[src/hw/eeprom_cfg.svh]
// Size settings of the 93C46-style serial EEPROM model
// Include wherever an array, word, instruction or counter width is needed
// Guarded so that packages and modules can all include it

`ifndef EEPROM_CFG_SVH
`define EEPROM_CFG_SVH

`define EE_ADDR_W 6   // Word address bits
`define EE_WORDS 64   // Words in the array

`define EE_DATA_W 16  // Bits per data word

// Start bit, two op bits, address field
`define EE_CMD_W 9

`define EE_CNT_W 4    // Counts the 16 serial data bits

`endif
[src/hw/ee_cmd_pkg.sv]
// Instruction encoding of the serial EEPROM
// Opcode enum, op field values and the address and word types
`include "eeprom_cfg.svh"

package ee_cmd_pkg;

	typedef logic [`EE_ADDR_W-1:0] ee_addr_t;
	typedef logic [`EE_DATA_W-1:0] ee_word_t;

	typedef enum logic [2:0] {
		OP_NONE, OP_READ, OP_WRITE, OP_ERASE, OP_EWEN, OP_EWDS, OP_ERAL, OP_WRAL
	} ee_op_e;

	localparam logic [1:0] OPF_READ  = 2'b10;
	localparam logic [1:0] OPF_WRITE = 2'b01;
	localparam logic [1:0] OPF_ERASE = 2'b11;
	localparam logic [1:0] OPF_EXT   = 2'b00; // Sub-op in address bits 5:4

	// Extended sub-op values, address bits 5:4
	localparam logic [1:0] EXT_EWEN = 2'b11;
	localparam logic [1:0] EXT_EWDS = 2'b00;
	localparam logic [1:0] EXT_ERAL = 2'b10;
	localparam logic [1:0] EXT_WRAL = 2'b01;

endpackage

[src/hw/ee_state_pkg.sv]
// State encoding of the EEPROM control sequencer
// Referenced by scoped name from the sequencer

package ee_state_pkg;

	// Bit 2 set marks the internal write states
	typedef enum logic [2:0] {
		ST_IDLE     = 3'b000, // Shifting in the instruction
		ST_DATA     = 3'b001, // Shifting in 16 write data bits
		ST_READ     = 3'b010, // Shifting read data out
		ST_HOLD     = 3'b011, // Command over, wait for CS low
		ST_WR_BEGIN = 3'b100, // Go busy, load write address
		ST_WR_WRITE = 3'b101, // One word into the array
		ST_WR_LOOP  = 3'b110, // Next address or finish
		ST_WR_END   = 3'b111  // Back to ready
	} ee_state_e;

endpackage

[src/hw/ee_serial_eeprom.sv]
// Top level of the 93C46-style serial configuration EEPROM
// Pins CS, SK, DI in and DO out, sampled in the sys_clk domain
// Connects sequencer, counters, shift registers and the array

module ee_serial_eeprom (
	input  logic sys_clk,
	input  logic xresetl,
	input  logic ee_cs_i,
	input  logic ee_sk_i,
	input  logic ee_di_i,
	output logic ee_do_o
);

	logic clr, cmd_shift, din_shift, rd_load, rd_shift;
	logic bits_clr, bits_inc, addr_load, addr_inc;
	logic mem_we, busy_set, ready_set, fill_ones;
	logic cmd_done, last_bit, last_addr;
	ee_cmd_pkg::ee_op_e   op;
	ee_cmd_pkg::ee_addr_t cmd_addr, wr_addr;
	ee_cmd_pkg::ee_word_t wr_data, rd_data;

	ee_ctrl_fsm u_fsm (
		.sys_clk, .xresetl, .cs_i(ee_cs_i), .sk_i(ee_sk_i),
		.cmd_done_i(cmd_done), .op_i(op), .last_bit_i(last_bit), .last_addr_i(last_addr),
		.clr_o(clr), .cmd_shift_o(cmd_shift), .din_shift_o(din_shift),
		.rd_load_o(rd_load), .rd_shift_o(rd_shift), .bits_clr_o(bits_clr),
		.bits_inc_o(bits_inc), .addr_load_o(addr_load), .addr_inc_o(addr_inc),
		.mem_we_o(mem_we), .busy_set_o(busy_set), .ready_set_o(ready_set),
		.fill_ones_o(fill_ones)
	);

	ee_bit_addr_counter u_cnt (
		.sys_clk, .xresetl, .bits_clr_i(bits_clr), .bits_inc_i(bits_inc),
		.addr_load_i(addr_load), .addr_inc_i(addr_inc), .load_addr_i(cmd_addr),
		.wr_addr_o(wr_addr), .last_bit_o(last_bit), .last_addr_o(last_addr)
	);

	ee_cmd_reg u_cmd (
		.sys_clk, .xresetl, .clr_i(clr), .shift_i(cmd_shift), .din_i(ee_di_i),
		.cmd_done_o(cmd_done), .op_o(op), .cmd_addr_o(cmd_addr)
	);

	ee_data_reg u_data (
		.sys_clk, .xresetl, .clr_i(clr), .din_shift_i(din_shift), .din_i(ee_di_i),
		.rd_load_i(rd_load), .rd_data_i(rd_data), .rd_shift_i(rd_shift),
		.busy_set_i(busy_set), .ready_set_i(ready_set), .fill_ones_i(fill_ones),
		.wr_data_o(wr_data), .dout_o(ee_do_o)
	);

	ee_mem_array u_mem (
		.sys_clk, .we_i(mem_we), .wr_addr_i(wr_addr), .wr_data_i(wr_data),
		.rd_addr_i(cmd_addr), .rd_data_o(rd_data)
	);

endmodule

[src/hw/ee_mem_array.sv]
// Storage array of the serial EEPROM, 64 words of 16 bits
// Combinational read port, write on the clock edge with we_i
`include "eeprom_cfg.svh"

module ee_mem_array (
	input  logic                 sys_clk,
	input  logic                 we_i,
	input  ee_cmd_pkg::ee_addr_t wr_addr_i,
	input  ee_cmd_pkg::ee_word_t wr_data_i,
	input  ee_cmd_pkg::ee_addr_t rd_addr_i,
	output ee_cmd_pkg::ee_word_t rd_data_o
);

	// Contents undefined until written
	ee_cmd_pkg::ee_word_t mem_q [`EE_WORDS];

	always_ff @(posedge sys_clk) begin
		if (we_i)
			mem_q[wr_addr_i] <= wr_data_i;
	end

	// Read address comes straight from the instruction
	assign rd_data_o = mem_q[rd_addr_i];

endmodule

[src/hw/ee_data_reg.sv]
// Data shift register and serial output bit
// Shifts write data in, or takes a word from the array and shifts it out
// MSB first. The output bit also signals busy (0) and ready (1).
`include "eeprom_cfg.svh"

module ee_data_reg (
	input  logic                 sys_clk,
	input  logic                 xresetl,
	input  logic                 clr_i,
	input  logic                 din_shift_i,
	input  logic                 din_i,
	input  logic                 rd_load_i,
	input  ee_cmd_pkg::ee_word_t rd_data_i,
	input  logic                 rd_shift_i,
	input  logic                 busy_set_i,
	input  logic                 ready_set_i,
	input  logic                 fill_ones_i,
	output ee_cmd_pkg::ee_word_t wr_data_o,
	output logic                 dout_o
);

	ee_cmd_pkg::ee_word_t dr_q;

	always_ff @(posedge sys_clk) begin
		if (rd_load_i)
			dr_q <= rd_data_i;
		else if (din_shift_i)
			dr_q <= {dr_q[`EE_DATA_W-2:0], din_i};
		else if (rd_shift_i)
			dr_q <= {dr_q[`EE_DATA_W-2:0], 1'b0};
	end

	always_ff @(posedge sys_clk) begin
		if (!xresetl)
			dout_o <= 1'b1; // Idle high
		else if (clr_i || ready_set_i)
			dout_o <= 1'b1;
		else if (rd_load_i || busy_set_i)
			dout_o <= 1'b0; // Dummy bit, or busy
		else if (rd_shift_i)
			dout_o <= dr_q[`EE_DATA_W-1]; // Present current MSB
	end

	assign wr_data_o = fill_ones_i ? '1 : dr_q; // ERASE and ERAL write FFFF

	// Read load settles a full cycle before any shift
	a_load_no_shift: assert property (@(posedge sys_clk) disable iff (!xresetl)
		rd_load_i |-> !(din_shift_i || rd_shift_i) ##1 !rd_shift_i);

endmodule

[src/hw/ee_cmd_reg.sv]
// Instruction shift register and opcode decode
// Shifts start bit, op field and address MSB first. Zeros ahead of the start
// bit fall off the top. Done once the start bit reaches the top bit.
`include "eeprom_cfg.svh"

module ee_cmd_reg (
	input  logic                 sys_clk,
	input  logic                 xresetl,
	input  logic                 clr_i,
	input  logic                 shift_i,
	input  logic                 din_i,
	output logic                 cmd_done_o,
	output ee_cmd_pkg::ee_op_e   op_o,
	output ee_cmd_pkg::ee_addr_t cmd_addr_o
);

	logic [`EE_CMD_W-1:0] ir_q;
	logic [1:0] op_field, ext_field;

	always_ff @(posedge sys_clk) begin
		if (!xresetl || clr_i)
			ir_q <= '0; // CS low starts a fresh instruction
		else if (shift_i)
			ir_q <= {ir_q[`EE_CMD_W-2:0], din_i};
	end

	assign cmd_done_o = ir_q[`EE_CMD_W-1];
	assign op_field   = ir_q[`EE_CMD_W-2 -: 2];
	assign ext_field  = ir_q[`EE_ADDR_W-1 -: 2];

	// Extended ops carry the sub-op in the address field, sweeps begin at 0
	assign cmd_addr_o = (op_field == ee_cmd_pkg::OPF_EXT) ? '0 : ir_q[`EE_ADDR_W-1:0];

	always_comb begin
		op_o = ee_cmd_pkg::OP_NONE;
		if (cmd_done_o) begin
			case (op_field)
				ee_cmd_pkg::OPF_READ:  op_o = ee_cmd_pkg::OP_READ;
				ee_cmd_pkg::OPF_WRITE: op_o = ee_cmd_pkg::OP_WRITE;
				ee_cmd_pkg::OPF_ERASE: op_o = ee_cmd_pkg::OP_ERASE;
				default: begin
					case (ext_field)
						ee_cmd_pkg::EXT_EWEN: op_o = ee_cmd_pkg::OP_EWEN;
						ee_cmd_pkg::EXT_ERAL: op_o = ee_cmd_pkg::OP_ERAL;
						ee_cmd_pkg::EXT_WRAL: op_o = ee_cmd_pkg::OP_WRAL;
						default:              op_o = ee_cmd_pkg::OP_EWDS;
					endcase
				end
			endcase
		end
	end

endmodule

[src/hw/ee_bit_addr_counter.sv]
// Data bit counter and write address counter
// Counts the 16 bits of WRITE and WRAL data, holds the write address
// and steps it through the array for ERAL and WRAL
`include "eeprom_cfg.svh"

module ee_bit_addr_counter (
	input  logic                 sys_clk,
	input  logic                 xresetl,
	input  logic                 bits_clr_i,
	input  logic                 bits_inc_i,
	input  logic                 addr_load_i,
	input  logic                 addr_inc_i,
	input  ee_cmd_pkg::ee_addr_t load_addr_i,
	output ee_cmd_pkg::ee_addr_t wr_addr_o,
	output logic                 last_bit_o,
	output logic                 last_addr_o
);

	logic [`EE_CNT_W-1:0] bit_cnt_q;

	always_ff @(posedge sys_clk) begin
		if (!xresetl) begin
			bit_cnt_q <= '0;
			wr_addr_o <= '0;
		end else begin
			if (bits_clr_i)
				bit_cnt_q <= '0;
			else if (bits_inc_i)
				bit_cnt_q <= bit_cnt_q + 1'b1; // Wraps after the 16th bit
			if (addr_load_i)
				wr_addr_o <= load_addr_i;
			else if (addr_inc_i)
				wr_addr_o <= wr_addr_o + 1'b1;
		end
	end

	assign last_bit_o  = &bit_cnt_q; // Next bit is the last one
	assign last_addr_o = &wr_addr_o; // Top word of the array

	// Sweep ends on the top word, never wraps back to 0
	a_no_addr_wrap: assert property (@(posedge sys_clk) disable iff (!xresetl)
		addr_inc_i |-> !last_addr_o);

endmodule

[src/hw/ee_ctrl_fsm.sv]
// Control sequencer of the serial EEPROM
// Detects SK rising edges, dispatches decoded instructions, runs the write
// sequence and holds the write-enable latch. All outputs are one-cycle strobes.

module ee_ctrl_fsm (
	input  logic               sys_clk,
	input  logic               xresetl,
	input  logic               cs_i,
	input  logic               sk_i,
	input  logic               cmd_done_i,
	input  ee_cmd_pkg::ee_op_e op_i,
	input  logic               last_bit_i,
	input  logic               last_addr_i,
	output logic               clr_o,
	output logic               cmd_shift_o,
	output logic               din_shift_o,
	output logic               rd_load_o,
	output logic               rd_shift_o,
	output logic               bits_clr_o,
	output logic               bits_inc_o,
	output logic               addr_load_o,
	output logic               addr_inc_o,
	output logic               mem_we_o,
	output logic               busy_set_o,
	output logic               ready_set_o,
	output logic               fill_ones_o
);

	ee_state_pkg::ee_state_e state_q, state_d;
	logic sk_sync_q, sk_prev_q;
	logic sk_rise;
	logic wel_q, wel_set, wel_clr; // Write-enable latch
	logic sweep, erase_op;

	assign sk_rise = sk_sync_q & ~sk_prev_q;
	assign sweep = (op_i == ee_cmd_pkg::OP_ERAL) || (op_i == ee_cmd_pkg::OP_WRAL);
	assign erase_op = (op_i == ee_cmd_pkg::OP_ERASE) || (op_i == ee_cmd_pkg::OP_ERAL);

	always_ff @(posedge sys_clk) begin
		if (!xresetl) begin
			state_q   <= ee_state_pkg::ST_IDLE;
			sk_sync_q <= 1'b0;
			sk_prev_q <= 1'b0;
			wel_q     <= 1'b0; // Writes locked until EWEN
		end else begin
			sk_sync_q <= sk_i;
			sk_prev_q <= sk_sync_q;
			state_q   <= state_d;
			if (wel_set)
				wel_q <= 1'b1;
			else if (wel_clr)
				wel_q <= 1'b0;
		end
	end

	always_comb begin
		state_d     = state_q;
		clr_o       = 1'b0;
		cmd_shift_o = 1'b0;
		din_shift_o = 1'b0;
		rd_load_o   = 1'b0;
		rd_shift_o  = 1'b0;
		bits_clr_o  = 1'b0;
		bits_inc_o  = 1'b0;
		addr_load_o = 1'b0;
		addr_inc_o  = 1'b0;
		mem_we_o    = 1'b0;
		busy_set_o  = 1'b0;
		ready_set_o = 1'b0;
		fill_ones_o = 1'b0;
		wel_set     = 1'b0;
		wel_clr     = 1'b0;
		if (!cs_i) begin
			clr_o   = 1'b1; // Abort, output back high
			state_d = ee_state_pkg::ST_IDLE;
		end else begin
			case (state_q)
				ee_state_pkg::ST_IDLE: begin
					if (cmd_done_i) begin
						case (op_i)
							ee_cmd_pkg::OP_READ: begin
								rd_load_o = 1'b1; // Word out of array, dummy 0
								state_d   = ee_state_pkg::ST_READ;
							end
							ee_cmd_pkg::OP_WRITE, ee_cmd_pkg::OP_WRAL: begin
								bits_clr_o = 1'b1;
								state_d    = ee_state_pkg::ST_DATA;
							end
							ee_cmd_pkg::OP_ERASE, ee_cmd_pkg::OP_ERAL:
								state_d = ee_state_pkg::ST_WR_BEGIN;
							ee_cmd_pkg::OP_EWEN: begin
								wel_set = 1'b1;
								state_d = ee_state_pkg::ST_HOLD;
							end
							ee_cmd_pkg::OP_EWDS: begin
								wel_clr = 1'b1;
								state_d = ee_state_pkg::ST_HOLD;
							end
							default: state_d = ee_state_pkg::ST_HOLD;
						endcase
					end else if (sk_rise) begin
						cmd_shift_o = 1'b1;
					end
				end
				ee_state_pkg::ST_DATA: begin
					if (sk_rise) begin
						din_shift_o = 1'b1;
						bits_inc_o  = 1'b1;
						if (last_bit_i)
							state_d = ee_state_pkg::ST_WR_BEGIN; // 16th bit taken
					end
				end
				ee_state_pkg::ST_READ: rd_shift_o = sk_rise; // Runs until CS drops
				ee_state_pkg::ST_WR_BEGIN: begin
					busy_set_o  = 1'b1;
					addr_load_o = 1'b1; // Command address, 0 for sweeps
					state_d     = ee_state_pkg::ST_WR_WRITE;
				end
				ee_state_pkg::ST_WR_WRITE: begin
					mem_we_o    = wel_q; // Locked array sees no write
					fill_ones_o = erase_op;
					state_d     = ee_state_pkg::ST_WR_LOOP;
				end
				ee_state_pkg::ST_WR_LOOP: begin
					if (sweep && !last_addr_i) begin
						addr_inc_o = 1'b1;
						state_d    = ee_state_pkg::ST_WR_WRITE;
					end else begin
						state_d = ee_state_pkg::ST_WR_END;
					end
				end
				ee_state_pkg::ST_WR_END: begin
					ready_set_o = 1'b1;
					state_d     = ee_state_pkg::ST_HOLD;
				end
				default: state_d = state_q; // Hold until CS low
			endcase
		end
	end

	// Host keeps CS high through the busy phase, a drop aborts the write
	a_cs_held_write: assert property (@(posedge sys_clk) disable iff (!xresetl)
		state_q inside {ee_state_pkg::ST_WR_BEGIN, ee_state_pkg::ST_WR_WRITE,
			ee_state_pkg::ST_WR_LOOP, ee_state_pkg::ST_WR_END} |-> cs_i);

	// SK high for at least three samples, one rise per serial bit
	a_sk_high_held: assert property (@(posedge sys_clk) disable iff (!xresetl)
		sk_rise |-> sk_i ##1 sk_i);

endmodule

[config.mk]
export PLATFORM = sky130hd
export DESIGN_NAME = ee_serial_eeprom
export DESIGN_NICKNAME = d
export VERILOG_FILES = /design/src/hw/ee_cmd_pkg.sv /design/src/hw/ee_state_pkg.sv /design/src/hw/ee_serial_eeprom.sv /design/src/hw/ee_mem_array.sv /design/src/hw/ee_data_reg.sv /design/src/hw/ee_cmd_reg.sv /design/src/hw/ee_bit_addr_counter.sv /design/src/hw/ee_ctrl_fsm.sv
export VERILOG_INCLUDE_DIRS = /design/src /design/src/hw
export SDC_FILE = /design/constraint.sdc
export NUM_CORES = 1
export LEC_CHECK = 0
export BUFFER_PORTS_ARGS = -buffer_cell sky130_fd_sc_hd__buf_4
export CAP_MARGIN = 20
export CORE_ASPECT_RATIO = 0.5
export CORE_MARGIN = 5
export CORE_UTILIZATION = 48
export DETAILED_ROUTE_END_ITERATION = 8
export GPL_TIMING_DRIVEN = 0
export PLACE_DENSITY_LB_ADDON = 0.2
export SYNTH_ARGS = -nofsm -noshare
export SYNTH_HDL_FRONTEND = slang
export SYNTH_HIERARCHICAL = 1
export SYNTH_SLANG_ARGS = --single-unit
[constraint.sdc]
create_clock -name sys_clk -period 5.5 [get_ports sys_clk]
set_clock_uncertainty 0.15 [all_clocks]
set_input_delay 0.55 -clock sys_clk [delete_from_list [all_inputs] [get_ports sys_clk]]
set_output_delay 0.55 -clock sys_clk [all_outputs]
set_load 0.02 [all_outputs]
==> impl_metrics.csv <==
group,metric,value,unit
worst_setup_path,reg2reg_slack,940,ps
drt,route.met3.wl,11700,µm
pwr,leakage,14.5,nW
synthesis,synth_edf_count,1040,
grt,antenna_found_initial,4,
timing,setup_viol,0,
clock_tree,cts_inserted_buffers,94,
clock_tree,clock-root-buffer,"clkbuf_16",
timing,hold_violations,0,
worst_setup_path,worst_path_most_repeated_cell,"buf_4",
synthesis,syn_area,42000,µm²
worst_setup_path,slowest_delay,710,ps
drt,avgViaCountPerCell,6.14,
timing,clock.fmax,219,MHz
pwr,vdd_drop_max,0.214,mV
placed_design,io_buffers,5,
worst_setup_path,arrival,4820,ps
worst_setup_path,end_kind,"flop",
final_layout,layout-drive-gt1-share,28.1,%
synthesis,synthTopCellsByArea,"edfxtp_1 (74%), mux4_2 (12%), mux2i_1 (2.3%), dfxtp_1 (1.2%), mux2_2 (0.91%)",
synthesis,synth_seq_area_share,75.7,%
clock_tree,cts_tree,"yes",
drt,ant_nets,0,
floorplan,dieArea,93800,µm²
synthesis,ys.flop_type,"edfxtp_1",
grt,track_usage,22.9,%
timing,rsz0062_at_grt,"no",
clock_tree,cts_buffer_depth,3,
final_layout,fillers,6527,
final_layout,multi_input_area,9550,µm²
outcome,status,"finished clean",
timing,worstMarginPinSlew,1170,ps
final_layout,area_growth,14.2,%
grt,grt_max_degree,65,
timing,period_share,82.9,%
drt,wl,106000,µm
synthesis,async_flop_share,0,%
timing,hold_ws,320,ps
drt,firstDrtPassIters,5,
worst_setup_path,cp_top_family,"buffers and inverters",
synthesis,synth_top_area_share,74.4,%
final_layout,nNetsFinal,2208,
drt,drc,0,
grt,grt_pass1_vias,20671,
pwr,power.density,321,nW/µm²
drt,topRoutingLayerUsed,"met5",
grt,gr-total-overflow,0,
worst_setup_path,critPathSlowestCell,"nor2b_1",
timing,layout_min_cycle_time,4560,ps
synthesis,netlist-cell-type-count,69,
timing,max_slew_margin,21.4,%
synthesis,yosysTopAreaCell,"edfxtp_1",
clock_tree,clk_latency,670,ps
flow_run,cap_violations,0,
clock_tree,cts.sinks,1066,
floorplan,start_util,48.6,%
final_layout,diodes,0,
drt,met2_length,45400,µm
floorplan,die_h,219,µm
floorplan,num_rows,76,
final_layout,seqCellArea,31800,µm²
worst_setup_path,crit_path_cell_trace,"nor2_4 > nor2b_1 > buf_4 > buf_4 > buf_2 > mux2i_1 > a22oi_1 > a31oi_1 > a311oi_1 > mux2_2",
floorplan,coreArea,86300,µm²
drt,wl_met1,46300,µm
drt,via_count,21112,
placed_design,hpwl,72000,µm
worst_setup_path,required,5770,ps
worst_setup_path,path_buf_inv,3,
drt,drtIter0Drc,2489,
clock_tree,post_cts_buffers,0,
worst_setup_path,worstSetupPathType,"reg2reg",
clock_tree,cts.reportedPaths.clkPinSlew,60,ps
drt,detail_route.wl_per_cell,30.9,µm
clock_tree,htreeDepth,3,
grt,grt_first_pass_wirelength,152000,µm
synthesis,synth-warning-count,6,
floorplan,pin_count,6,
placed_design,place_congestion,0.848,
floorplan,fp.dieW,428,µm
synthesis,syn-num-nets,2034,
synthesis,syn_inst,2025,
min_path,hold_path.class,"reg2reg",
timing,finalSetupTns,0,ps
worst_setup_path,startpoint_type,"flop",
timing,slew_viol_final,0,
final_layout,final_core_util,55.5,%
synthesis,avgSynthCellArea,20.7,µm²
synthesis,ys_seq_elements,1066,
worst_setup_path,crit_fanout,10,
-- report_power, final --
group	switching (mW)	internal [mW]	leakage, nW	total (mW)
sequential	0.000301	8.77	9.57	8.77
combinational	0.00752	0.00732	3.50	0.0148
clock	2.87	3.72	1.46	6.58
-- path summary, 6_finish.rpt --
kind                                      start  cells past startpoint         endpoint
worst max-delay path              u_cmd/ir_q[7]                     10   u_data/dr_q[3]
worst min-delay path            u_fsm/sk_sync_q                      1  u_fsm/sk_prev_q
worst max register to register    u_cmd/ir_q[7]                     10   u_data/dr_q[3]
worst min register to register  u_fsm/sk_sync_q                      1  u_fsm/sk_prev_q
-- per-layer routing --
| layer | GRT usage, % | vias up |
|---|---|---|
| li1 | - | 8728 |
| met1 | 34.5 | 11131 |
| met2 | 32.9 | 1080 |
| met3 | 6.78 | 171 |
| met4 | 6.34 | 2 |
| met5 | 0 | - |
-- layout by cell type, fill, tap and decap left out, types with 26 or more instances in the layout --
master / count
mux2i_1: 98
edfxtp_1: 1040
dfxtp_1: 26
buf_2: 38
nor2b_1: 37
nand2_1: 74
mux4_2: 220
a22oi_1: 39
clkbuf_16: 97
nor2_2: 64
nor2_1: 29
buf_6: 27
clkbuf_1: 48
nand3_1: 27
buf_8: 39
mux2_2: 34
-- synthesized netlist by cell type, types with 19 or more instances --
master    count
a22oi_1      39
clkbuf_1     26
dfxtp_1      26
nand3_1      27
nor2b_1      37
edfxtp_1   1040
buf_6        20
mux2_2       34
nand2_1      74
mux4_2      220
buf_2        37
nor2_1       91
a21oi_1      19
mux2i_1      98
-- cell type report --
class,instances,area share [%]
Tap cell,1170,3.06
Timing Repair Buffer,78,2.71
Clock buffer,121,5.30
Clock inverter,44,0.987
Multi-Input combinational cell,840,19.9
Sequential cell,1066,66.3
Buffer,114,1.71
Inverter,5,0.0392
-- sequential cells by signal (all words and copies together) (netlist names), named ones only --
register	cells
u_cnt/wr_addr_o	6
u_mem/mem_q	1024
u_fsm/wel_q	1
u_data/dout_o	1
u_cmd/ir_q	9
u_cnt/bit_cnt_q	4
u_fsm/state_q	2
u_fsm/sk_prev_q	1
u_fsm/sk_sync_q	1
u_data/dr_q	16
-- cell families after synthesis --
family | synth area share, %
flip-flops | 75.7
buffers and inverters | 2.00
multiplexers | 15.6
AND/OR/NAND/NOR | 3.81
AO/OA/AOI/OAI | 2.64
XOR/XNOR | 0.167
adder cells (fa/ha/maj) | 0.119
-- through the flow --
step                setup WS, ps  std cells  instance area [µm²]  power, mW
floorplan                   2470       2025                42000       8.95
global placement            1060       3200                43500       8.96
detailed placement          1120       3268                44900       8.96
CTS                         1090       3437                47900       15.5
global route                 901       3438                47900       15.8
finish                       941       3438                47900       15.4
-- timing repair --
action | in CTS | in global routing
endpoints found under the hold margin | 4 | 0
hold buffers | 4 | 0
resized for setup | 0 | 0
No activity file was read; power rests on OpenSTA's default activity.
